--- config.mk ---
export PLATFORM = sky130hd
export DESIGN_NAME = renkon_core
export DESIGN_NICKNAME = d
export VERILOG_FILES = /design/src/verilog/renkon_pkg.sv /design/src/verilog/renkon_core.sv
export SDC_FILE = /design/constraint.sdc
export NUM_CORES = 2
export LEC_CHECK = 0
export BUFFER_PORTS_ARGS = -buffer_cell sky130_fd_sc_hd__clkbuf_2
export CORE_MARGIN = 1
export CORE_UTILIZATION = 41
export CTS_BUF_LIST = sky130_fd_sc_hd__clkbuf_8
export DETAILED_ROUTE_END_ITERATION = 6
export GPL_ROUTABILITY_DRIVEN = 0
export HOLD_SLACK_MARGIN = 0.1
export SYNTH_ARGS = -nofsm -noshare
export SYNTH_HDL_FRONTEND = slang
export SYNTH_SLANG_ARGS = --single-unit
--- constraint.sdc ---
create_clock -name clk -period 16.85 [get_ports clk]
set_input_delay 1.685 -clock clk [delete_from_list [all_inputs] [get_ports clk]]
set_output_delay 1.685 -clock clk [all_outputs]
set_load 0.05 [all_outputs]
--- src/verilog/renkon_pkg.sv ---
`default_nettype none

package renkon_pkg;

  // data path widths
  localparam int DWIDTH = 16;
  localparam int AWIDTH = 32;

  // memory address widths
  localparam int IMGSIZE        = 10;
  localparam int RENKON_NETSIZE = 8;
  localparam int OUTSIZE        = 6;

  // core array
  localparam int RENKON_CORE    = 2;
  localparam int RENKON_CORELOG = 1;

  localparam int LWIDTH      = 8;
  localparam int RENKON_FRAC = 8;

  typedef logic signed [DWIDTH-1:0] data_t;
  typedef logic signed [AWIDTH-1:0] acc_t;
  typedef logic [IMGSIZE-1:0]        img_addr_t;
  typedef logic [RENKON_NETSIZE-1:0] net_addr_t;
  typedef logic [LWIDTH-1:0]         len_t;
  typedef logic [OUTSIZE-1:0]        pix_addr_t;

  // 0 is idle, 1..RENKON_CORE selects a core
  typedef logic [RENKON_CORELOG:0] core_sel_t;

endpackage

`default_nettype wire

--- src/verilog/renkon_core.sv ---
`timescale 1ns/10ps
`default_nettype none

module renkon_core (
  input  wire                        clk,
  input  wire                        xrst,
  input  wire renkon_pkg::data_t     net_rdata,
  input  wire                        wreg_we,
  input  wire                        breg_we,
  input  wire                        pix_valid,
  input  wire renkon_pkg::pix_addr_t pix_addr,
  input  wire renkon_pkg::data_t     pix_data,
  input  wire                        first_input,
  input  wire                        last_input,
  input  wire                        serial_re_hit,
  input  wire renkon_pkg::pix_addr_t serial_addr,
  output renkon_pkg::data_t          result
);

  renkon_pkg::data_t weight;
  renkon_pkg::data_t bias;
  renkon_pkg::acc_t  acc_mem [2**renkon_pkg::OUTSIZE];
  renkon_pkg::data_t res_mem [2**renkon_pkg::OUTSIZE];
  renkon_pkg::acc_t  prod;
  renkon_pkg::acc_t  prev;
  renkon_pkg::acc_t  sum;

  function automatic renkon_pkg::data_t saturate(input renkon_pkg::acc_t value);
    renkon_pkg::acc_t shifted;
    renkon_pkg::acc_t hi;
    renkon_pkg::acc_t lo;
    hi      = renkon_pkg::acc_t'(2 ** (renkon_pkg::DWIDTH - 1) - 1);
    lo      = -hi - renkon_pkg::acc_t'(1);
    shifted = value >>> renkon_pkg::RENKON_FRAC;
    if (shifted > hi) begin
      return renkon_pkg::data_t'(hi);
    end
    if (shifted < lo) begin
      return renkon_pkg::data_t'(lo);
    end
    return renkon_pkg::data_t'(shifted);
  endfunction

  always_ff @(posedge clk) begin
    if (wreg_we) begin
      weight <= net_rdata;
    end
    if (breg_we) begin
      bias <= net_rdata;
    end
  end

  // bias seeds the sum on the first channel
  always_comb begin
    prod = renkon_pkg::acc_t'(weight) * renkon_pkg::acc_t'(pix_data);
    prev = first_input ? renkon_pkg::acc_t'(bias) : acc_mem[pix_addr];
    sum  = prev + prod;
  end

  always_ff @(posedge clk) begin
    if (pix_valid) begin
      acc_mem[pix_addr] <= sum;
      if (last_input) begin
        res_mem[pix_addr] <= saturate(sum);
      end
    end
  end

  always_ff @(posedge clk) begin
    if (!xrst) begin
      result <= '0;
    end else if (serial_re_hit) begin
      result <= res_mem[serial_addr];
    end
  end

endmodule

`default_nettype wire

=== Word-level counts from Yosys, hierarchy flattened ===
Memory sizes are Yosys's and may differ from the RTL's. A register that Yosys moved wholly into a read port is not among the register bits.
Index checks and enable logic that the tools add are counted.

* Bits in registers: 32
* Bits in writable memories: 3,072
* Bits of input ports: 52
* Output and inout bits: 16
* Logic and storage cells: 28
* Memories: 2

{| class="wikitable"
|+ Memory list
! memory !! words !! bits a word !! read ports !! clocked after memory_dff !! wr ports !! line !! RTL
|-
| acc_mem || 64 || 32 || 1 || 0 || 1 || renkon_core.sv:22 || <nowiki>renkon_pkg::acc_t acc_mem [2**renkon_pkg::OUTSIZE];</nowiki>
|-
| res_mem || 64 || 16 || 1 || 1 || 1 || renkon_core.sv:23 || <nowiki>renkon_pkg::data_t res_mem [2**renkon_pkg::OUTSIZE];</nowiki>
|}

* Add/sub/neg operators: 1
* Multipliers: 1
* Magnitude comparators: 2
* Multiplexer cells: 19
* Reductions and logical operators: 1

{| class="wikitable"
|+ Operators with widths
! kind !! count
|-
| 16-bit 2-to-1 mux || 6
|-
| 32-bit adder || 1
|-
| 16-bit by 16-bit multiplier with 32-bit output || 1
|-
| 32-bit 2-to-1 mux || 1
|-
| 24-bit by 16-bit > comparator with 1-bit output, second input constant || 1
|-
| 24-bit by 16-bit less-than comparator with 1-bit output, second input constant || 1
|-
| 1-bit 2-to-1 mux || 12
|-
| 1-bit zero test || 1
|}

=== Longest topological paths before layout ===
An unclocked memory read counts as a cell.

* Word-level depth: 14
* Mapped depth: 35
* Mapped depth without buffers: 28

=== Least setup slack after synthesis ===
No wires, ideal clock.

* Kind: input -> register
* Start point: input port pix_addr[2]
* End point: memory res_mem[0][0] (netlist name), data pin
* Library setup time: 0.702 ns
* Arrival time: 12.859 ns
* Required time: 16.148 ns
* Slack: 3.289 ns
* Stages on the path: 31
* Buffers on the path: 8
* Cells stage by stage: buf_6 > buf_6 > buf_2 > buf_4 > buf_4 > buf_2 > buf_2 > mux2i_1 > o21ai_0 > a22oi_1 > o21ai_0 > a2111oi_0 > a31oi_1 > ha_1 > fa_1 > fa_1 > fa_1 > inv_1 > fa_1 > inv_1 > ha_1 > clkbuf_1 > nand3_1 > nor3_1 > nand4b_1 > nand3_1 > a21o_1 > a21oi_1 > xnor2_1 > a41oi_2 > o21ai_0

* Cells in the longest elaborated chain, start to end: 12

{| class="wikitable"
|+ Ends and longest elaborated chain
! element !! line !! RTL
|-
| start, declared || renkon_core.sv:11 || <nowiki>input wire renkon_pkg::pix_addr_t pix_addr,</nowiki>
|-
| memory read 64 x 32 bit * || n/a ||
|-
| 32-bit 2-to-1 mux * || renkon_core.sv:56 || <nowiki>prev = first_input ? renkon_pkg::acc_t'(bias) : acc_mem[pix_addr];</nowiki>
|-
| 32-bit adder * || renkon_core.sv:57 || <nowiki>sum = prev + prod;</nowiki>
|-
| named net sum[29] || renkon_core.sv:26 || <nowiki>renkon_pkg::acc_t sum;</nowiki>
|-
| 24-bit by 16-bit less-than comparator with 1-bit output || renkon_core.sv:38 || <nowiki>if (shifted < lo) begin</nowiki>
|-
| 1-bit 2-to-1 mux (2 in a row) || renkon_core.sv:38 ||
|-
| 1-bit 2-to-1 mux || renkon_core.sv:63 || <nowiki>if (last_input) begin</nowiki>
|-
| 1-bit 2-to-1 mux || renkon_core.sv:61 || <nowiki>if (pix_valid) begin</nowiki>
|-
| 16-bit 2-to-1 mux || renkon_core.sv:41 || <nowiki>return renkon_pkg::data_t'(shifted);</nowiki>
|-
| 16-bit 2-to-1 mux * || renkon_core.sv:38 ||
|-
| 16-bit 2-to-1 mux * || renkon_core.sv:63 ||
|-
| 16-bit 2-to-1 mux * || renkon_core.sv:61 ||
|-
| end, declared || renkon_core.sv:23 ||
|}

Mark *: on every way through the listed nets, which the timed path passes. The rest lies on a longest branch. The select of a mux whose other input is x is not followed.

=== Final worst setup path ===
* Start point: input port pix_addr[1]
* End point: memory res_mem[5][14] (netlist name), data pin

The elaborated chain is that of the path after synthesis.

==> run metrics <==
Yosys warning total=0; antenna violations before repair=20; Final Cycle Share=74.5%; Final setup viols=0; hold path startpoint=result[1]; Worst Reg-to-Reg Cells=27; Skew-Pair Late Insertion Delay=1.10 ns; syn nets=7381; count of different cell masters after synthesis=74; Post-CTS Resized=0; Die Ht=559 um; hold worst-path end=result[1]; reg2reg setup slack=6.61 ns; Mapped Cells=6939; CTS Hold Bufs=0; predominant post-synthesis flop cell=edfxtp_1; antenna-violating nets left=0; CP arrival=13.31 ns; Worst R2R Start=acc_mem[35][22]; Critical Path RT=17.62 ns; gr usage total=24.0%; Syn Area/Cell=18.3 um^2; critical path launch point type=input pin; drt first pass iters=6; number of global-route vias before repair=71200; H-Tree Depth=5; most frequent cells in the layout=3104 x edfxtp_1, 597 x a22oi_1, 543 x inv_1, 480 x clkbuf_8, 348 x mux4_2; fin nets=7799; total grt overflow=0; Hold Vio Cnt, Final=0; clock slew at reported path FFs=0.06 ns; HP Class=flop to flop; # IOs=68; DP HPWL=215000 um; number of flops mapped to enable cells by yosys=3104; FP Rows=204; area grow syn2layout=12.1%; Hold Path Cell Cnt=2; count of input and output buffers=67; routed vias=71500; largest net degree at the start of global routing=93; Remaining DRCs=0; fin. max-slew vios=0; Max-cap violations=0; CTS buffer count=475; core area=0.309 mm^2; relative slew slack=8.25%; #FFs+latches synth=3120; share of cells above drive strength 1=18.8%; highest clock rate=79.7 MHz; Root Driver=clkbuf_8; RSZ-0062 raised after global routing=no; status=completed; CTS sink cnt=3120; cell count after placement=11000; CP Class=input pin to flop; CP max FO=66; via/cell ratio=6.02; Setup Buffers After CTS=0; sequential fraction of the synthesis area=73.5%; first-pass GRT wire length=537000 um; Final min period=12.55 ns; Crit-path slowest cell=a31oi_1; Slowest Stage Delay on Critical Path=1.00 ns; non-filler cells, final=11900; cell mode on critical path=buf_4; die footprint=0.312 mm^2; average wire per standard cell=32.3 um; most common cell after layout, fill and taps aside=edfxtp_1; total negative setup slack=0 ns; Die X=559 um; detailed-route wire length=383000 um; utilization after layout=46.2%; Synth async-reset ratio=0%; starting DRC count in detailed routing=8772; clk buf depth=4; initial core utilization=41.2%; Mapped Area=0.127 mm^2; Worst Tran Pin Value=1.37 ns; Setup crit end kind=flop; CTS tree=done; worst r2r dst=res_mem[5][14]; Worst Skew=0.144 ns
[cell families (layout without fill, tap and decap cells)]
group | after synthesis | count (layout) | synth area share, %
flops | 3120 | 3120 | 73.5
xor+xnor | 40 | 40 | 0.281
compound gates | 1333 | 1333 | 7.87
mux | 465 | 465 | 7.15
other cells | 0 | 19 | 0
fa+ha+maj | 390 | 390 | 5.56
buf+inv | 818 | 1616 | 2.60
simple gates | 773 | 773 | 2.99
[cell type report]
class / count / area [um^2]
Antenna cell: 19 / 47.5
Clock buffer: 480 / 6610
Clock inverter: 377 / 1790
Fill cell: 26100 / 166000
Inverter: 402 / 1510
Multi-Input combinational cell: 3001 / 31200
Sequential cell: 3120 / 93500
Tap cell: 4120 / 5150
Timing Repair Buffer: 357 / 2730
[through the flow]
| step | instance area (um^2) | setup WS (ns) | hold WS, ns |
|---|---|---|---|
| after global placement | 134000 | 3.54 | 0.500 |
| after floorplan | 127000 | 3.29 | 0.744 |
| final | 143000 | 4.30 | 0.517 |
| after CTS | 142000 | 4.51 | 0.525 |
| after global routing | 143000 | 3.92 | 0.551 |
| after detailed placement | 134000 | 3.51 | 0.512 |
[worst max-delay path by stage]
stage,cells past startpoint,from,end,slack (ns)
detailed placement,31,pix_addr[1],res_mem[0][14],3.51
finish,31,pix_addr[1],res_mem[5][14],4.30
global placement,29,pix_addr[1],res_mem[0][14],3.54
floorplan,31,pix_addr[2],res_mem[0][0],3.29
global route,35,pix_addr[1],res_mem[18][14],3.92
CTS,31,pix_addr[1],res_mem[48][14],4.51
[flip-flops by register name (all words and copies together), names as in the netlist]
register and flops:
acc_mem 2048, bias 16, res_mem 1024, result 16, weight 16
[worst max-delay path, delay by kind of cell]
kind	cells	cell delay, ns
buffers and inverters	11	3.44
AO/OA/AOI/OAI	7	3.42
adder cells (fa/ha/maj)	6	2.78
AND/OR/NAND/NOR	6	1.42
XOR/XNOR	1	0.17
[Yosys cell counts, types with 133 or more instances]
| cell | count | area (um^2) |
|---|---|---|
| mux4_2 | 348 | 7840 |
| nor2_1 | 200 | 751 |
| clkbuf_1 | 193 | 724 |
| nand2_1 | 198 | 743 |
| a22oi_1 | 597 | 4480 |
| buf_2 | 140 | 701 |
| a221oi_1 | 187 | 1640 |
| fa_1 | 292 | 5850 |
| inv_1 | 402 | 1510 |
| a22o_1 | 143 | 1250 |
| and2_1 | 133 | 832 |
| edfxtp_1 | 3104 | 93200 |
[metal layers]
layer	GRT usage, %	part of all wire (%)	up-vias
met3	4.37	9.5	742
li1	-	-	28800
met4	9.62	4.3	6
met5	0	0.0097	-
met2	38.4	47	4134
met1	32.7	39	37900
Power is left out: the tool's default activity adds up to more than one toggle a clock period on the data nets, which glitch-free logic cannot reach.
