### src/verilog/renkon_pkg.sv
`default_nettype none

package renkon_pkg;

  // data path widths
  localparam int DWIDTH = 16;
  localparam int AWIDTH = 32;

  // memory address widths
  localparam int IMGSIZE        = 10;
  localparam int RENKON_NETSIZE = 8;
  localparam int OUTSIZE        = 6;

  // core array
  localparam int RENKON_CORE    = 2;
  localparam int RENKON_CORELOG = 1;

  localparam int LWIDTH      = 8;
  localparam int RENKON_FRAC = 8;

  typedef logic signed [DWIDTH-1:0] data_t;
  typedef logic signed [AWIDTH-1:0] acc_t;
  typedef logic [IMGSIZE-1:0]        img_addr_t;
  typedef logic [RENKON_NETSIZE-1:0] net_addr_t;
  typedef logic [LWIDTH-1:0]         len_t;
  typedef logic [OUTSIZE-1:0]        pix_addr_t;

  // 0 is idle, 1..RENKON_CORE selects a core
  typedef logic [RENKON_CORELOG:0] core_sel_t;

endpackage

`default_nettype wire

### src/verilog/renkon_serializer.sv
`timescale 1ns/10ps
`default_nettype none

module renkon_serializer (
  input  wire                        clk,
  input  wire                        xrst,
  input  wire                        serial_start,
  input  wire renkon_pkg::core_sel_t serial_cores,
  input  wire renkon_pkg::len_t      img_size,
  input  wire [renkon_pkg::RENKON_CORE*renkon_pkg::DWIDTH-1:0] core_rdata,
  output renkon_pkg::core_sel_t      serial_re,
  output renkon_pkg::pix_addr_t      serial_addr,
  output logic                       out_we,
  output renkon_pkg::data_t          out_wdata,
  output logic                       serial_end
);

  renkon_pkg::core_sel_t cores_r;
  renkon_pkg::core_sel_t sel_d;
  logic                  pix_last;
  logic                  last_rd;

  assign pix_last = renkon_pkg::len_t'(serial_addr) == img_size - renkon_pkg::len_t'(1);
  assign last_rd  = serial_re != '0 && serial_re == cores_r && pix_last;

  always_ff @(posedge clk) begin
    if (!xrst) begin
      serial_re  <= '0;
      sel_d      <= '0;
      out_we     <= 1'b0;
      serial_end <= 1'b0;
    end else begin
      sel_d      <= serial_re;
      out_we     <= serial_re != '0;
      serial_end <= last_rd;
      if (serial_start) begin
        serial_re <= renkon_pkg::core_sel_t'(1);
      end else if (serial_re != '0 && pix_last) begin
        if (last_rd) begin
          serial_re <= '0;
        end else begin
          serial_re <= serial_re + renkon_pkg::core_sel_t'(1);
        end
      end
    end
  end

  always_ff @(posedge clk) begin
    if (serial_start) begin
      cores_r     <= serial_cores;
      serial_addr <= '0;
    end else if (serial_re != '0) begin
      if (pix_last) begin
        serial_addr <= '0;
      end else begin
        serial_addr <= serial_addr + renkon_pkg::pix_addr_t'(1);
      end
    end
  end

  // core data arrives one cycle after its select
  always_comb begin
    out_wdata = '0;
    for (int k = 0; k < renkon_pkg::RENKON_CORE; k++) begin
      if (sel_d == renkon_pkg::core_sel_t'(k + 1)) begin
        out_wdata = core_rdata[k*renkon_pkg::DWIDTH +: renkon_pkg::DWIDTH];
      end
    end
  end

endmodule

`default_nettype wire

### config.mk
export PLATFORM = sky130hd
export DESIGN_NAME = renkon_serializer
export DESIGN_NICKNAME = d
export VERILOG_FILES = /design/src/verilog/renkon_pkg.sv /design/src/verilog/renkon_serializer.sv
export SDC_FILE = /design/constraint.sdc
export NUM_CORES = 1
export LEC_CHECK = 0
export BUFFER_PORTS_ARGS = -buffer_cell sky130_fd_sc_hd__clkbuf_2
export CAP_MARGIN = 15
export CORE_MARGIN = 2
export CORE_UTILIZATION = 37
export DETAILED_ROUTE_END_ITERATION = 10
export GPL_TIMING_DRIVEN = 0
export PLACE_DENSITY = 0.76
export RECOVER_POWER = 100
export SYNTH_ARGS = -nofsm -noshare
export SYNTH_HDL_FRONTEND = slang
export SYNTH_SLANG_ARGS = --single-unit
### constraint.sdc
create_clock -name clk -period 1.5 [get_ports clk]
set_input_delay 0.15 -clock clk [delete_from_list [all_inputs] [get_ports clk]]
set_output_delay 0.15 -clock clk [all_outputs]
set_load 0.02 [all_outputs]
Yosys cells after proc, flatten, opt, wreduce, memory -nomap -nowiden
Index checks and enable logic that the tools add are counted.

Flip-flop bits (word level): 14. Input port bits: 45. Output and inout port bits: 26. Logic and storage cells: 27.

Reductions and logical operators: 6. Add/sub/neg operators: 3. Equality and inequality tests: 4. Bitwise gates (word level): 1. Multiplexer cells: 6.

Operator list (count): 2-to-1 mux 16 bit (2); == test 6 x 8 -> 1 bit (1); subtractor 8 x 1 -> 8 bit, second input constant (1); adder 6 x 1 -> 6 bit, second input constant (1); 2-to-1 mux 6 bit (1); nonzero test 2 bit (2); logical AND 1 bit (3); adder 2 x 1 -> 2 bit, second input constant (1); == test 2 x 1 -> 1 bit, second input constant (1); == test 2 bit (1); == test 2 bit, second input constant (1); 2-to-1 mux 1 bit (2); 2-to-1 mux 2 bit (1); OR reduction 2 bit (1); NOT 1 bit (1).

Longest topological paths before layout
Depth after elaboration: 6. Gate-level depth with buffers: 8. Gate-level depth less buffers: 7.

Worst setup path after synthesis
OpenSTA, ideal clock, no wires.

Kind: reg-to-reg. Start: register serial_re[0]. End: register serial_addr[5]. Path buffers: 1. Setup time: 0.078 ns. Arrival time: 1.632 ns. Path slack: -0.210 ns. Period minus slack after synthesis: 1.710 ns. Data required time: 1.422 ns. Stages on the path, launching flop included: 9. Cell sequence: dfxtp_1 inv_1 ha_1 buf_2 nor2b_1 and3_1 nand3_1 xor2_1 nor3_1.

Cells in the longest elaborated chain, start to end: 1.

RTL lines: from (decl) (RTL line renkon_serializer.sv:11) `output renkon_pkg::core_sel_t serial_re,`; from (signal assigned) (RTL line renkon_serializer.sv:37) `serial_re <= renkon_pkg::core_sel_t'(1);`; from (signal assigned) (RTL line renkon_serializer.sv:42) `serial_re <= serial_re + renkon_pkg::core_sel_t'(1);`; nonzero test 2 bit (RTL line renkon_serializer.sv:52) `end else if (serial_re != '0) begin`; to (signal assigned) (RTL line renkon_serializer.sv:56) `serial_addr <= serial_addr + renkon_pkg::pix_addr_t'(1);`; to (decl) (RTL line renkon_serializer.sv:12) `output renkon_pkg::pix_addr_t serial_addr,`.

No other way between the ends. A chain may end at the register's enable or synchronous reset.

Worst setup path after layout
Start: register serial_addr[4]. End: register serial_addr[2].

Cells in the longest elaborated chain, start to end: 2.

RTL lines: == test 6 x 8 -> 1 bit (RTL line renkon_serializer.sv:23) `assign pix_last = renkon_pkg::len_t'(serial_addr) == img_size - renkon_pkg::len_t'(1);`; 2-to-1 mux 6 bit (RTL line renkon_serializer.sv:53) `if (pix_last) begin`.

No other way between the ends.

==> results.md <==
* Cells after synthesis at between 100 and 150
* Crit path max fanout at 5
* Nature of the critical path endpoint: flip-flop
* Ratio of final minimum period to clock period at 101.0%
* DR vias at approximately 1200
* Initial drt markers at 38
* Syn-to-layout area delta at 77.97%
* CP required at between 1.5 and 2 ns
* Final nets at approximately 250
* Final WS setup at -0.01529 ns
* CP Data Arrival Time at approximately 1.7 ns
* Gpl congestion at around 0.80
* Via density per instance at between 5 and 6
* Gr usage total at around a fifth
* Cell area after synthesis at roughly 0.0010 mm^2
* Final Max Tran Viols at 0
* R2r setup slk at -0.02 ns
* CORE AREA at between 0.002 and 0.003 mm^2
* Die footprint at between 0.003 and 0.004 mm^2
* Setup Crit Path Kind: reg -> reg
* I/O Pins at slightly above 70
* Drt first pass iters at 4
* Sequential fraction of design power at around 43%
* Worst min path class: in -> reg
* Final ANT Viol Nets at 0
* Die Height at between 50 and 60 um
* Count of final setup violators at 5
* Clk Tree Root Cell: clkbuf_4
* Peak supply drop at 569.9 uV
* H-Tree Depth at 1
* Ant. Diodes at 0
* FMAX at 659.9 MHz
* Largest net degree at the start of global routing at 11
* Final hold slack at 0.04642 ns
* CTS tree: done
* Initial antenna violation count at 0
* Switch share at between 30% and 40%
* Setup WS pre-CTS at -0.3129 ns
* Leakage power at around 0.0008 uW
* Worst Tran Pin Value at roughly 0.48 ns
* CP bufs+invs at 1
* Tmin final at roughly 1.5 ns
* Setup crit end: serial_addr[2]
* CTS Buffer Depth at 2
* Later-pin clock latency in the skew report at 0.27 ns
* Comb pwr share at 34.6%
* Routed WL per cell at between 10 and 15 um
* Vias in the first global route at around 1200
* Warnings, synthesis at 0
* Total Wirelength at about 3.2 mm
* Post-synth EDFFs at 2
* # hold bufs at CTS at 0
* PD cells at 507.4 mW/mm^2
* Clock skew at 0.002346 ns
* Grt ovf at 0
* Max-cap violation count at 0
* Fraction of layout cells with a size suffix above 1 at roughly 57%
* Capturing point of the worst reg2reg path: serial_addr[2]
* Status: finished, violations left
* Syn Area/Cell at between 9 and 10 um^2
* Clk sink count at 14
* Drt drc at 0
* RSZ-0062 raised after global routing: yes
* Total CTS buffers at 3
* Ys flop type: dfxtp_1
* Critical Path Start Type: flip-flop
* Critical-path top delay cell: dfxtp_4
* Max transition margin at a little under 70%
* Crit-path cells: xnor2_2, xnor2_1, or2_4, nor4_4, buf_4, nor3_1
* Seq cells post-synth at 14
* Internal power at about 640 uW
* Fin. Hold Viols at 0
* Crit path max-delay family: simple AND/OR/NAND/NOR gates
* Syn nets at 161
* Global-route wire length before repair at approximately 5.2 mm
* Crit-path max cell delay at approximately 0.35 ns
* Tot Pwr at 923.0 uW
* Die W at 56.56 um
* Port bufs at 70
* Crit path depth at 6
* Seq/Total Area, Yosys at 29.38%
* Site Rows at 19
* Number of fillers in the final layout at 230
* Failing checks: setup timing
* Dpl hpwl at between 2 and 2.5 mm
* R2r worst-path depth at 6
* Initial core utilization at between 30% and 40%
* Crit path launch: serial_addr[4]
* Asr flop ratio synth at 0%
* P_sw at roughly 280 uW
* R2r startpoint: serial_addr[4]
* Clk pwr share at around 23%
* Clock-pin transition on the worst setup and hold timing paths at 0.08 ns
* Synth cell types at 40
placed cells by master, fill, tap and decap left out, types with 2 or more instances in the layout:
cell type / count
nand2b_1: 2
buf_6: 12
clkbuf_4: 3
nand3_1: 2
inv_1: 3
clkbuf_8: 4
nor2_1: 4
xor2_1: 6
nand2_1: 3
buf_4: 9
clkbuf_1: 10
clkbuf_2: 45
dfxtp_2: 3
and3_4: 2
nor2b_4: 3
dfxtp_4: 6
and2_1: 2
edfxtp_1: 2
buf_2: 2
buf_8: 3
nor4_4: 2
a22o_1: 16
dfxtp_1: 3
inv_2: 2
nor2b_1: 3
nor3_1: 5
xnor2_1: 5
nor4bb_4: 2
a21oi_1: 2
ha_1: 2
power by group through the flow:
stage / logic [uW] / clock network (uW) / registers [uW]
floorplan: 137 / 0 / 417
detailed placement: 256 / 0 / 410
CTS: 308 / 219 / 399
finish: 319 / 208 / 396
global placement: 248 / 0 / 409
global route: 342 / 234 / 399
Yosys cell counts, types with 2 or more instances:
cell       n  area share, %
a211oi_1   2            1.5
a21oi_1    3            1.5
a22o_1    16             14
and2_1     2            1.2
and3_1     3            1.8
clkbuf_1   4            1.5
dfxtp_1   12             24
edfxtp_1   2            5.9
ha_1       3            3.7
inv_1      5            1.8
nand2_1    3            1.1
nand2b_1   2            1.2
nand3_1    2           0.98
nor2_1     4            1.5
nor2b_1    6            3.7
nor3_1     6            2.9
nor4_1     2            1.2
nor4bb_1   2            2.0
o41ai_1    2            1.7
xnor2_1    6            5.1
xor2_1     7            6.0
final cells by class:
class	count	area (um^2)	area share, %
timing repair buffer	81	523.0	28.75
clock inverter	1	3.754	0.2063
multi-input combinational	88	829.5	45.60
clock buffer	3	22.52	1.238
buffer	5	56.30	3.095
sequential	14	326.6	17.95
tap	31	38.79	2.132
inverter	5	18.77	1.032
metrics by stage:
step / std cells / setup TNS, ns / cell area, um^2 / utilization [%]
after CTS: 227 / -0.4378 / 1735 / 64.60
after detailed placement: 214 / -2.925 / 1463 / 54.45
final: 228 / -0.04025 / 1819 / 67.72
after global routing: 228 / -0.9165 / 1819 / 67.72
after global placement: 214 / -2.346 / 1463 / 54.45
after floorplan: 113 / -0.2186 / 1074 / -
metal layers:
metal  part of all wire [%]  global-route usage [%]  wire length, um
met2                     57                   38.70             1848
met4                   0.25                   5.102                8
met5                      0                       0                0
met3                    6.2                   2.995              201
met1                     37                   22.97             1188
sequential cells by signal, summed over array words and instances (netlist names):
| register | flops |
|---|---|
| serial_end | 1 |
| cores_r | 2 |
| serial_re | 2 |
| serial_addr | 6 |
| out_we | 1 |
| sel_d | 2 |
worst register-to-register path, delay by kind of cell (launching register included):
family | cells | cell delay (ns)
AND/OR/NAND/NOR | 3 | 0.57
XOR/XNOR | 2 | 0.27
flip-flops | 1 | 0.35
buffers and inverters | 1 | 0.18
cells by family (layout without fill, tap and decap cells):
kind of cell             after synthesis  count (layout)  share of synthesized area [%]
buffers and inverters                 11              95                          4.161
AO/OA/AOI/OAI                         31              31                          25.09
AND/OR/NAND/NOR                       41              41                          26.56
XOR/XNOR                              13              13                          11.14
flip-flops                            14              14                          29.38
adder cells (fa/ha/maj)                3               3                          3.672
how the worst min path moves through the flow:
stage | end | slack, ns | startpoint | depth (start not counted)
finish | cores_r[0] | 0.05 | serial_cores[0] | 1
global route | cores_r[0] | 0.03 | serial_cores[0] | 1
CTS | cores_r[0] | 0.04 | serial_cores[0] | 1
detailed placement | cores_r[0] | 0.33 | serial_cores[0] | 1
global placement | cores_r[1] | 0.33 | serial_cores[1] | 1
floorplan | cores_r[0] | 0.25 | serial_cores[0] | 0
what timing repair did:
item	in CTS	in global routing
pin swaps	12	5
setup endpoints to repair	18	24
gates resized for setup	38	47
setup buffers	7	2
gates cloned	2	0
No activity file was read; power rests on OpenSTA's default activity.
