===== config.mk =====
export PLATFORM = sky130hd
export DESIGN_NAME = renkon_ctrl
export DESIGN_NICKNAME = d
export VERILOG_FILES = /design/src/verilog/renkon_pkg.sv /design/src/verilog/renkon_ctrl.sv
export SDC_FILE = /design/constraint.sdc
export NUM_CORES = 1
export LEC_CHECK = 0
export ABC_AREA = 1
export BUFFER_PORTS_ARGS = -buffer_cell sky130_fd_sc_hd__buf_2
export CAP_MARGIN = 0
export CORE_MARGIN = 2
export CORE_UTILIZATION = 56
export CTS_CLUSTER_DIAMETER = 120
export DETAILED_ROUTE_END_ITERATION = 8
export PLACE_DENSITY = 0.78
export RECOVER_POWER = 50
export SETUP_SLACK_MARGIN = 0.1
export SLEW_MARGIN = 20
export SYNTH_ARGS = -nofsm -noshare
export SYNTH_HDL_FRONTEND = slang
export SYNTH_SLANG_ARGS = --single-unit

===== constraint.sdc =====
create_clock -name clk -period 3.5 [get_ports clk]
set_input_delay 0.7 -clock clk [delete_from_list [all_inputs] [get_ports clk]]
set_output_delay 0.7 -clock clk [all_outputs]
set_load 0.01 [all_outputs]

===== src/verilog/renkon_pkg.sv =====
`default_nettype none

package renkon_pkg;

  // data path widths
  localparam int DWIDTH = 16;
  localparam int AWIDTH = 32;

  // memory address widths
  localparam int IMGSIZE        = 10;
  localparam int RENKON_NETSIZE = 8;
  localparam int OUTSIZE        = 6;

  // core array
  localparam int RENKON_CORE    = 2;
  localparam int RENKON_CORELOG = 1;

  localparam int LWIDTH      = 8;
  localparam int RENKON_FRAC = 8;

  typedef logic signed [DWIDTH-1:0] data_t;
  typedef logic signed [AWIDTH-1:0] acc_t;
  typedef logic [IMGSIZE-1:0]        img_addr_t;
  typedef logic [RENKON_NETSIZE-1:0] net_addr_t;
  typedef logic [LWIDTH-1:0]         len_t;
  typedef logic [OUTSIZE-1:0]        pix_addr_t;

  // 0 is idle, 1..RENKON_CORE selects a core
  typedef logic [RENKON_CORELOG:0] core_sel_t;

endpackage

`default_nettype wire


===== src/verilog/renkon_ctrl.sv =====
`timescale 1ns/10ps
`default_nettype none

module renkon_ctrl (
  input  wire                         clk,
  input  wire                         xrst,
  input  wire                         req,
  input  wire renkon_pkg::len_t       total_in,
  input  wire renkon_pkg::len_t       total_out,
  input  wire renkon_pkg::len_t       img_size,
  input  wire renkon_pkg::img_addr_t  in_offset,
  input  wire renkon_pkg::img_addr_t  out_offset,
  input  wire renkon_pkg::net_addr_t  net_offset,
  input  wire                         out_we,
  input  wire renkon_pkg::data_t      out_wdata,
  input  wire                         serial_end,
  output logic                        ack,
  output logic                        img_we,
  output renkon_pkg::img_addr_t       img_addr,
  output renkon_pkg::data_t           img_wdata,
  output renkon_pkg::net_addr_t       net_rd_addr,
  output logic                        wreg_we,
  output logic                        breg_we,
  output logic                        pix_valid,
  output renkon_pkg::pix_addr_t       pix_addr,
  output logic                        first_input,
  output logic                        last_input,
  output logic                        serial_start,
  output renkon_pkg::core_sel_t       serial_cores
);

  typedef enum logic [1:0] {
    S_WAIT,
    S_NETWORK,
    S_INPUT,
    S_OUTPUT
  } state_t;

  state_t                state;
  logic                  req_d;
  logic                  req_edge;
  logic                  first_chan;
  logic                  last_chan;
  logic                  last_group;
  logic                  net_end;
  logic                  in_end;
  renkon_pkg::len_t      total_in_r;
  renkon_pkg::len_t      total_out_r;
  renkon_pkg::len_t      img_size_r;
  renkon_pkg::len_t      count_in;
  renkon_pkg::len_t      count_out;
  renkon_pkg::len_t      step;
  renkon_pkg::len_t      remaining;
  renkon_pkg::img_addr_t in_offset_r;
  renkon_pkg::img_addr_t in_addr;
  renkon_pkg::img_addr_t out_addr;
  renkon_pkg::net_addr_t net_base;

  // ====================================================================
  // sequencing
  // ====================================================================

  // only a rising req in S_WAIT starts a run
  assign req_edge   = req && !req_d && state == S_WAIT;
  assign first_chan = count_in == '0;
  assign last_chan  = count_in == total_in_r - renkon_pkg::len_t'(1);
  assign last_group = count_out + renkon_pkg::len_t'(renkon_pkg::RENKON_CORE) >= total_out_r;

  // first channel of a group also fetches the bias
  assign net_end = !first_chan || step == renkon_pkg::len_t'(1);
  assign in_end  = step == img_size_r - renkon_pkg::len_t'(1);

  always_ff @(posedge clk) begin
    if (!xrst) begin
      state     <= S_WAIT;
      req_d     <= 1'b0;
      ack       <= 1'b1;
      count_in  <= '0;
      count_out <= '0;
      step      <= '0;
    end else begin
      req_d <= req;
      case (state)
        S_WAIT: begin
          if (req_edge) begin
            state     <= S_NETWORK;
            ack       <= 1'b0;
            count_in  <= '0;
            count_out <= '0;
            step      <= '0;
          end
        end
        S_NETWORK: begin
          if (net_end) begin
            state <= S_INPUT;
            step  <= '0;
          end else begin
            step <= step + renkon_pkg::len_t'(1);
          end
        end
        S_INPUT: begin
          if (in_end) begin
            step <= '0;
            if (last_chan) begin
              state    <= S_OUTPUT;
              count_in <= '0;
            end else begin
              state    <= S_NETWORK;
              count_in <= count_in + renkon_pkg::len_t'(1);
            end
          end else begin
            step <= step + renkon_pkg::len_t'(1);
          end
        end
        S_OUTPUT: begin
          if (serial_end) begin
            if (last_group) begin
              state <= S_WAIT;
              ack   <= 1'b1;
            end else begin
              state     <= S_NETWORK;
              count_out <= count_out + renkon_pkg::len_t'(renkon_pkg::RENKON_CORE);
            end
          end
        end
        default: state <= S_WAIT;
      endcase
    end
  end

  // ====================================================================
  // addresses
  // ====================================================================

  always_ff @(posedge clk) begin
    if (req_edge) begin
      total_in_r  <= total_in;
      total_out_r <= total_out;
      img_size_r  <= img_size;
      in_offset_r <= in_offset;
      in_addr     <= in_offset;
      out_addr    <= out_offset;
      net_base    <= net_offset;
    end else begin
      if (state == S_INPUT) begin
        in_addr <= in_addr + renkon_pkg::img_addr_t'(1);
      end
      if (img_we) begin
        out_addr <= out_addr + renkon_pkg::img_addr_t'(1);
      end
      // next group rereads the inputs with the next weight block
      if (state == S_OUTPUT && serial_end) begin
        in_addr  <= in_offset_r;
        net_base <= net_base + renkon_pkg::net_addr_t'(total_in_r)
                    + renkon_pkg::net_addr_t'(1);
      end
    end
  end

  // weight of this channel or the bias at the end of the block
  assign net_rd_addr = net_base + ((step == '0) ? renkon_pkg::net_addr_t'(count_in)
                                                : renkon_pkg::net_addr_t'(total_in_r));

  assign img_we    = out_we && state == S_OUTPUT;
  assign img_addr  = (state == S_OUTPUT) ? out_addr : in_addr;
  assign img_wdata = out_wdata;

  assign remaining    = total_out_r - count_out;
  assign serial_cores = (remaining >= renkon_pkg::len_t'(renkon_pkg::RENKON_CORE))
                        ? renkon_pkg::core_sel_t'(renkon_pkg::RENKON_CORE)
                        : renkon_pkg::core_sel_t'(remaining);

  // ====================================================================
  // datapath strobes one cycle behind the reads
  // ====================================================================

  always_ff @(posedge clk) begin
    if (!xrst) begin
      wreg_we      <= 1'b0;
      breg_we      <= 1'b0;
      pix_valid    <= 1'b0;
      first_input  <= 1'b0;
      last_input   <= 1'b0;
      serial_start <= 1'b0;
    end else begin
      wreg_we      <= state == S_NETWORK && step == '0;
      breg_we      <= state == S_NETWORK && step == renkon_pkg::len_t'(1);
      pix_valid    <= state == S_INPUT;
      first_input  <= state == S_INPUT && first_chan;
      last_input   <= state == S_INPUT && last_chan;
      serial_start <= state == S_INPUT && in_end && last_chan;
    end
  end

  always_ff @(posedge clk) begin
    pix_addr <= renkon_pkg::pix_addr_t'(step);
  end

endmodule

`default_nettype wire


# Word-level counts from Yosys, hierarchy flattened

Cells that the tools add are included.

Flip-flop bits (word level): 102
Input bits: 73
Output and inout bits: 50
Word-level logic and storage cells: 103

$add $sub $neg: 11
Order comparisons: 2
Equal/unequal tests: 12
Mux-type cells: 31
Reduce and logical (&&, ||, !) cells: 27

Operators with widths:

| cell                                                               | number |
|---|---|
| 2-to-1 mux 8 bit                                                   | 10 |
| 2-to-1 mux 10 bit                                                  | 6 |
| case mux 8 bit (2 select lines)                                    | 2 |
| adder 8 x 1 -> 8 bit (second input constant)                       | 3 |
| case mux 8 bit (3 select lines)                                    | 1 |
| adder 10 x 1 -> 10 bit (second input constant)                     | 2 |
| adder 8 bit                                                        | 2 |
| equality test 8 bit                                                | 2 |
| logical NOT 8 bit                                                  | 2 |
| subtractor 8 x 1 -> 8 bit (second input constant)                  | 2 |
| 2-to-1 mux 2 bit                                                   | 6 |
| != test 2 bit (second input constant)                              | 6 |
| AND reduction 4 bit                                                | 3 |
| logical AND 1 bit                                                  | 10 |
| adder 8 x 2 -> 8 bit (second input constant)                       | 1 |
| equality test 8 x 1 -> 1 bit (second input constant)               | 1 |
| greater-or-equal comparator 8 x 2 -> 1 bit (second input constant) | 1 |
| greater-or-equal comparator 8 bit                                  | 1 |
| case mux 2 bit (4 select lines)                                    | 1 |
| nonzero test 2 bit                                                 | 4 |
| subtractor 8 bit                                                   | 1 |
| nonzero test 3 bit                                                 | 2 |
| equality test 2 bit (second input constant)                        | 2 |
| 2-to-1 mux 1 bit                                                   | 4 |
| 7 further kinds                                                    | 8 |

# Longest topological paths before layout

Depth in word-level cells: 5
Mapped depth: 17
Depth with buffers taken out: 16

# Least setup slack after synthesis

No wires, ideal clock.

Kind: register to output
Start point: register step[0]
End point: output port net_rd_addr[6]
Arrival time: 2.556 ns
Slack: 0.244 ns
Cell stages (with the launch flop): 14
Buffers on the path: 1
Path through: dfxtp_1 -> inv_1 -> ha_1 -> nand2_1 -> nor2_1 -> clkbuf_1 -> o21ai_0 -> ha_1 -> fa_1 -> a31oi_1 -> nor2_1 -> o21ai_0 -> nand2_1 -> xor2_1

Cells in the longest elaborated chain, start to end: 3

RTL lines:

| element                | RTL line           | text |
|---|---|---|
| start, declared        | renkon_ctrl.sv:52  | `renkon_pkg::len_t step;` |
| start signal, assigned | renkon_ctrl.sv:98  | `step <= step + renkon_pkg::len_t'(1);` |
| start signal, assigned | renkon_ctrl.sv:112 | `step <= step + renkon_pkg::len_t'(1);` |
| logical NOT 8 bit      | renkon_ctrl.sv:161 | `assign net_rd_addr = net_base + ((step == '0) ? renkon_pkg::net_addr_t'(count_in)` |
| 2-to-1 mux 8 bit       | renkon_ctrl.sv:161 |  |
| adder 8 bit            | renkon_ctrl.sv:161 |  |
| end, declared          | renkon_ctrl.sv:21  | `output renkon_pkg::net_addr_t net_rd_addr,` |

Every way passes these cells.

# Worst setup path in the final report

Start point: register step[3]
End point: output port net_rd_addr[6]

The elaborated chain is that of the path after synthesis.

==> impl_metrics.tcl <==
set metrics [dict create \
    cts_sinks 101 \
    antennaDiodeCount 0 \
    synth_nets 903 \
    cts_tree "built" \
    yosys-top-cells-area "edfxtp_1, dfxtp_1, nand2_1, ha_1, inv_1" \
    avgRoutedWirePerCell_um 13.6 \
    synth_seq_area_share_pct 41.2 \
    routed_wl_um 13800 \
    startpoint "step[3]" \
    combPwrFrac_pct 44.3 \
    core.rowCount 39 \
    path_class "reg -> out" \
    dieHeight_um 111 \
    worst_hold_path_type "reg -> reg" \
    p_sw_w 0.00210 \
    skew_ns 0.0107 \
    grt.overflow.total 0 \
    start_util_pct 56.8 \
    syn2layout_area_growth_pct 14.6 \
    synth_top_family_by_area "simple AND/OR/NAND/NOR gates" \
    slew_violations 0 \
    synth_top_area_share_pct 29.1 \
    cp.required_ns 2.80 \
    drc 0 \
    final_util_pct 65.2 \
    rr_worst_depth 15 \
    status "completed" \
    fin_crit_sh_pct 96.3 \
    finalPower_w 0.00520 \
    pwr-share-clk_pct 20.1 \
    start_kind "flop" \
    antenna_found_initial 0 \
    first_global_vias 5145 \
    dieArea_mm2 0.0123 \
    synth.area.mux_share_pct 0 \
    dpl.hpwl_um 9690 \
    ys_types 43 \
    synth-xor-area-share_pct 7.09 \
    crit_path_max_fanout 7 \
    finalHoldViolations 0 \
    viasPerCell 5.25 \
    synth_top_area_cell "edfxtp_1" \
    num_io_pins 123 \
    die_w_um 111 \
    clk_latency_ns 0.36 \
    cts_buffers 9 \
    clk_pin_slew_worst_paths_ns 0.07 \
    synth-simple-area-share_pct 22.8 \
    routed-via-count 5356 \
    synth_area_mm2 0.00641 \
    ir_worst_vdd_v 0.000459 \
    reg2reg_slack_ns 0.87 \
    p_int_w 0.00310 \
    final_layout_size_suffix_gt1_share_pct 17.8 \
    grt_pass1_wl_um 23100 \
    endpoint_kind "output port" \
    portBuffers 90 \
    synth_compound_area_share_pct 10.1 \
    setup_tns_ns 0 \
    netSwitchingFraction_pct 40.4 \
    antenna_left 0 \
    r2r-start "count_out[2]" \
    worstHoldStart "step[4]" \
    grt_max_degree 63 \
    power_density_mw_per_mm2 708 \
    gp_congestion 0.891 \
    clk_path_buf_depth 2 \
    relSlewSlack_pct 8.15 \
    first_pass_iters 4 \
    fmax_ghz 0.297 \
    cp.arrival_ns 2.67 \
    power_frac_seq_pct 35.6 \
    whs_ns 0.441 \
    ys_ff_latch 101 \
    max-cap-violations 0 \
    worstHoldPathCells 0 \
    synth_fa_ha_area_share_pct 9.14 \
    grt_setup_unrepaired "yes" \
    timing.rr.end "count_out[7]" \
    fin_crit_ns 3.37 \
    htreeDepth 3 \
    cts-root-buf "clkbuf_16" \
    coreArea_mm2 0.0113 \
    ys_warn_count 0 \
    grt_usage_pct 22.8 \
    hold_end "pix_addr[4]" \
    drt-initial-drc-count 407 \
    nNetsFinal 990 \
    tightestPinTransition_ns 1.38 \
    leakagePower_nw 3.26 \
    syn_inst 785 \
    synth.avg_cell_area_um2 8.16 \
    setup_viol 0 \
]
-- routing by layer --
| layer | share of wire, % | track usage [%] |
|---|---|---|
| met5 | 0 | 0 |
| met2 | 47 | 37.8 |
| met1 | 46 | 29.7 |
| met3 | 4.8 | 5.03 |
| met4 | 1.8 | 7.58 |
-- flip-flops by register name, indices dropped and copies added, names as in the netlist, 8 cells and up --
register / count
total_out_r: 8
in_addr: 10
in_offset_r: 10
count_in: 8
total_in_r: 8
net_base: 8
img_size_r: 8
out_addr: 10
step: 8
-- power by group through the flow --
stage | combinational (W) | sequential, W | clock, W
4_1_cts | 0.00227 | 0.00184 | 0.00107
5_1_grt | 0.00262 | 0.00189 | 0.00112
6_report | 0.00231 | 0.00185 | 0.00104
3_3_place_gp | 0.00213 | 0.00186 | 0
2_1_floorplan | 0.00168 | 0.00182 | 0
3_5_place_dp | 0.00217 | 0.00187 | 0
-- layout make-up --
class | instances | area, um^2
fillers | 976 | 3930
multi-input cells | 554 | 3270
flip-flops and latches | 101 | 2650
repair buffers | 111 | 584
inverters | 95 | 362
clock buffers | 9 | 225
well taps | 143 | 179
clock inverters | 7 | 80.1
-- cells in the mapped netlist (all sizes together) --
cell / number
clkbuf: 10
nand4: 6
a21boi: 1
ha: 42
inv: 95
or2: 2
o21ai: 40
o31ai: 2
nor2: 69
buf: 25
edfxtp: 62
o21bai: 2
xnor2: 19
o21a: 2
and2: 1
fa: 3
a21oi: 47
xor2: 32
dfxtp: 39
nand2: 196
a31oi: 12
o211ai: 1
nand3b: 6
conb: 1
nor4: 1
nand3: 51
a211oi: 7
nor3: 11
-- per-stage QoR --
stage               setup WS (ns)  instance area [um^2]  cells
floorplan                   0.244                  6410    785
global placement            0.204                  6830    988
detailed placement          0.188                  6830    988
CTS                         0.115                  7310   1018
global route               0.0137                  7350   1020
finish                      0.129                  7350   1020
-- critical path, stage by stage (launching register included) --
cell and delay (ns):
dfxtp_1 0.39, nor2_4 0.17, nand2_4 0.06, nor2_4 0.13
buf_6 0.14, o21ai_1 0.08, ha_2 0.22, fa_2 0.40
a31oi_4 0.17, nor2_1 0.07, o21ai_1 0.14, nand2_1 0.08
xor2_1 0.14, buf_2 0.14
-- worst max-delay path by stage --
| stage | to | slack, ns | depth (start not counted) |
|---|---|---|---|
| 3_5_place_dp | net_rd_addr[6] | 0.19 | 15 |
| 4_1_cts | net_rd_addr[7] | 0.11 | 16 |
| 5_1_grt | net_rd_addr[6] | 0.01 | 14 |
| 6_report | net_rd_addr[6] | 0.13 | 13 |
| 2_1_floorplan | net_rd_addr[6] | 0.24 | 13 |
| 3_3_place_gp | net_rd_addr[6] | 0.20 | 14 |
-- cell families (layout without fill, tap and decap cells) --
kind of cell,Yosys count,count (layout)
and+or+nand+nor,343,343
buffers and inverters,130,222
AOI/OAI and AO/OA,114,114
DFF,101,101
xor gates and xnor gates,51,51
adders and majority gates,45,45
other,1,1
-- repair_timing --
action / in CTS / in global routing
gates resized for setup: 27 / 21
setup endpoints to repair: 4 / 4
pin swaps: 13 / 21
hold endpoints to repair: 0 / 0
setup buffers: 13 / 3
hold buffers: 0 / 0
gates cloned: 1 / 0
-- cell usage in the layout, fill, tap and decap left out, types with 3 or more instances in the layout --
master	count
edfxtp_1	62
nand3b_1	6
o21ai_2	5
nor2_2	4
o21ai_0	29
inv_2	6
nand2_2	6
o21ai_1	6
a31oi_1	11
inv_1	87
a21oi_1	41
nand3_1	49
ha_4	3
a211oi_1	7
ha_1	38
nor3_1	10
nor2_1	62
xnor2_1	18
buf_4	17
xor2_1	32
nor2_4	3
clkbuf_16	9
clkbuf_1	21
a21oi_2	6
nand4_1	6
buf_2	70
dfxtp_1	36
nand2_1	188
No activity file was read; power rests on OpenSTA's default activity.
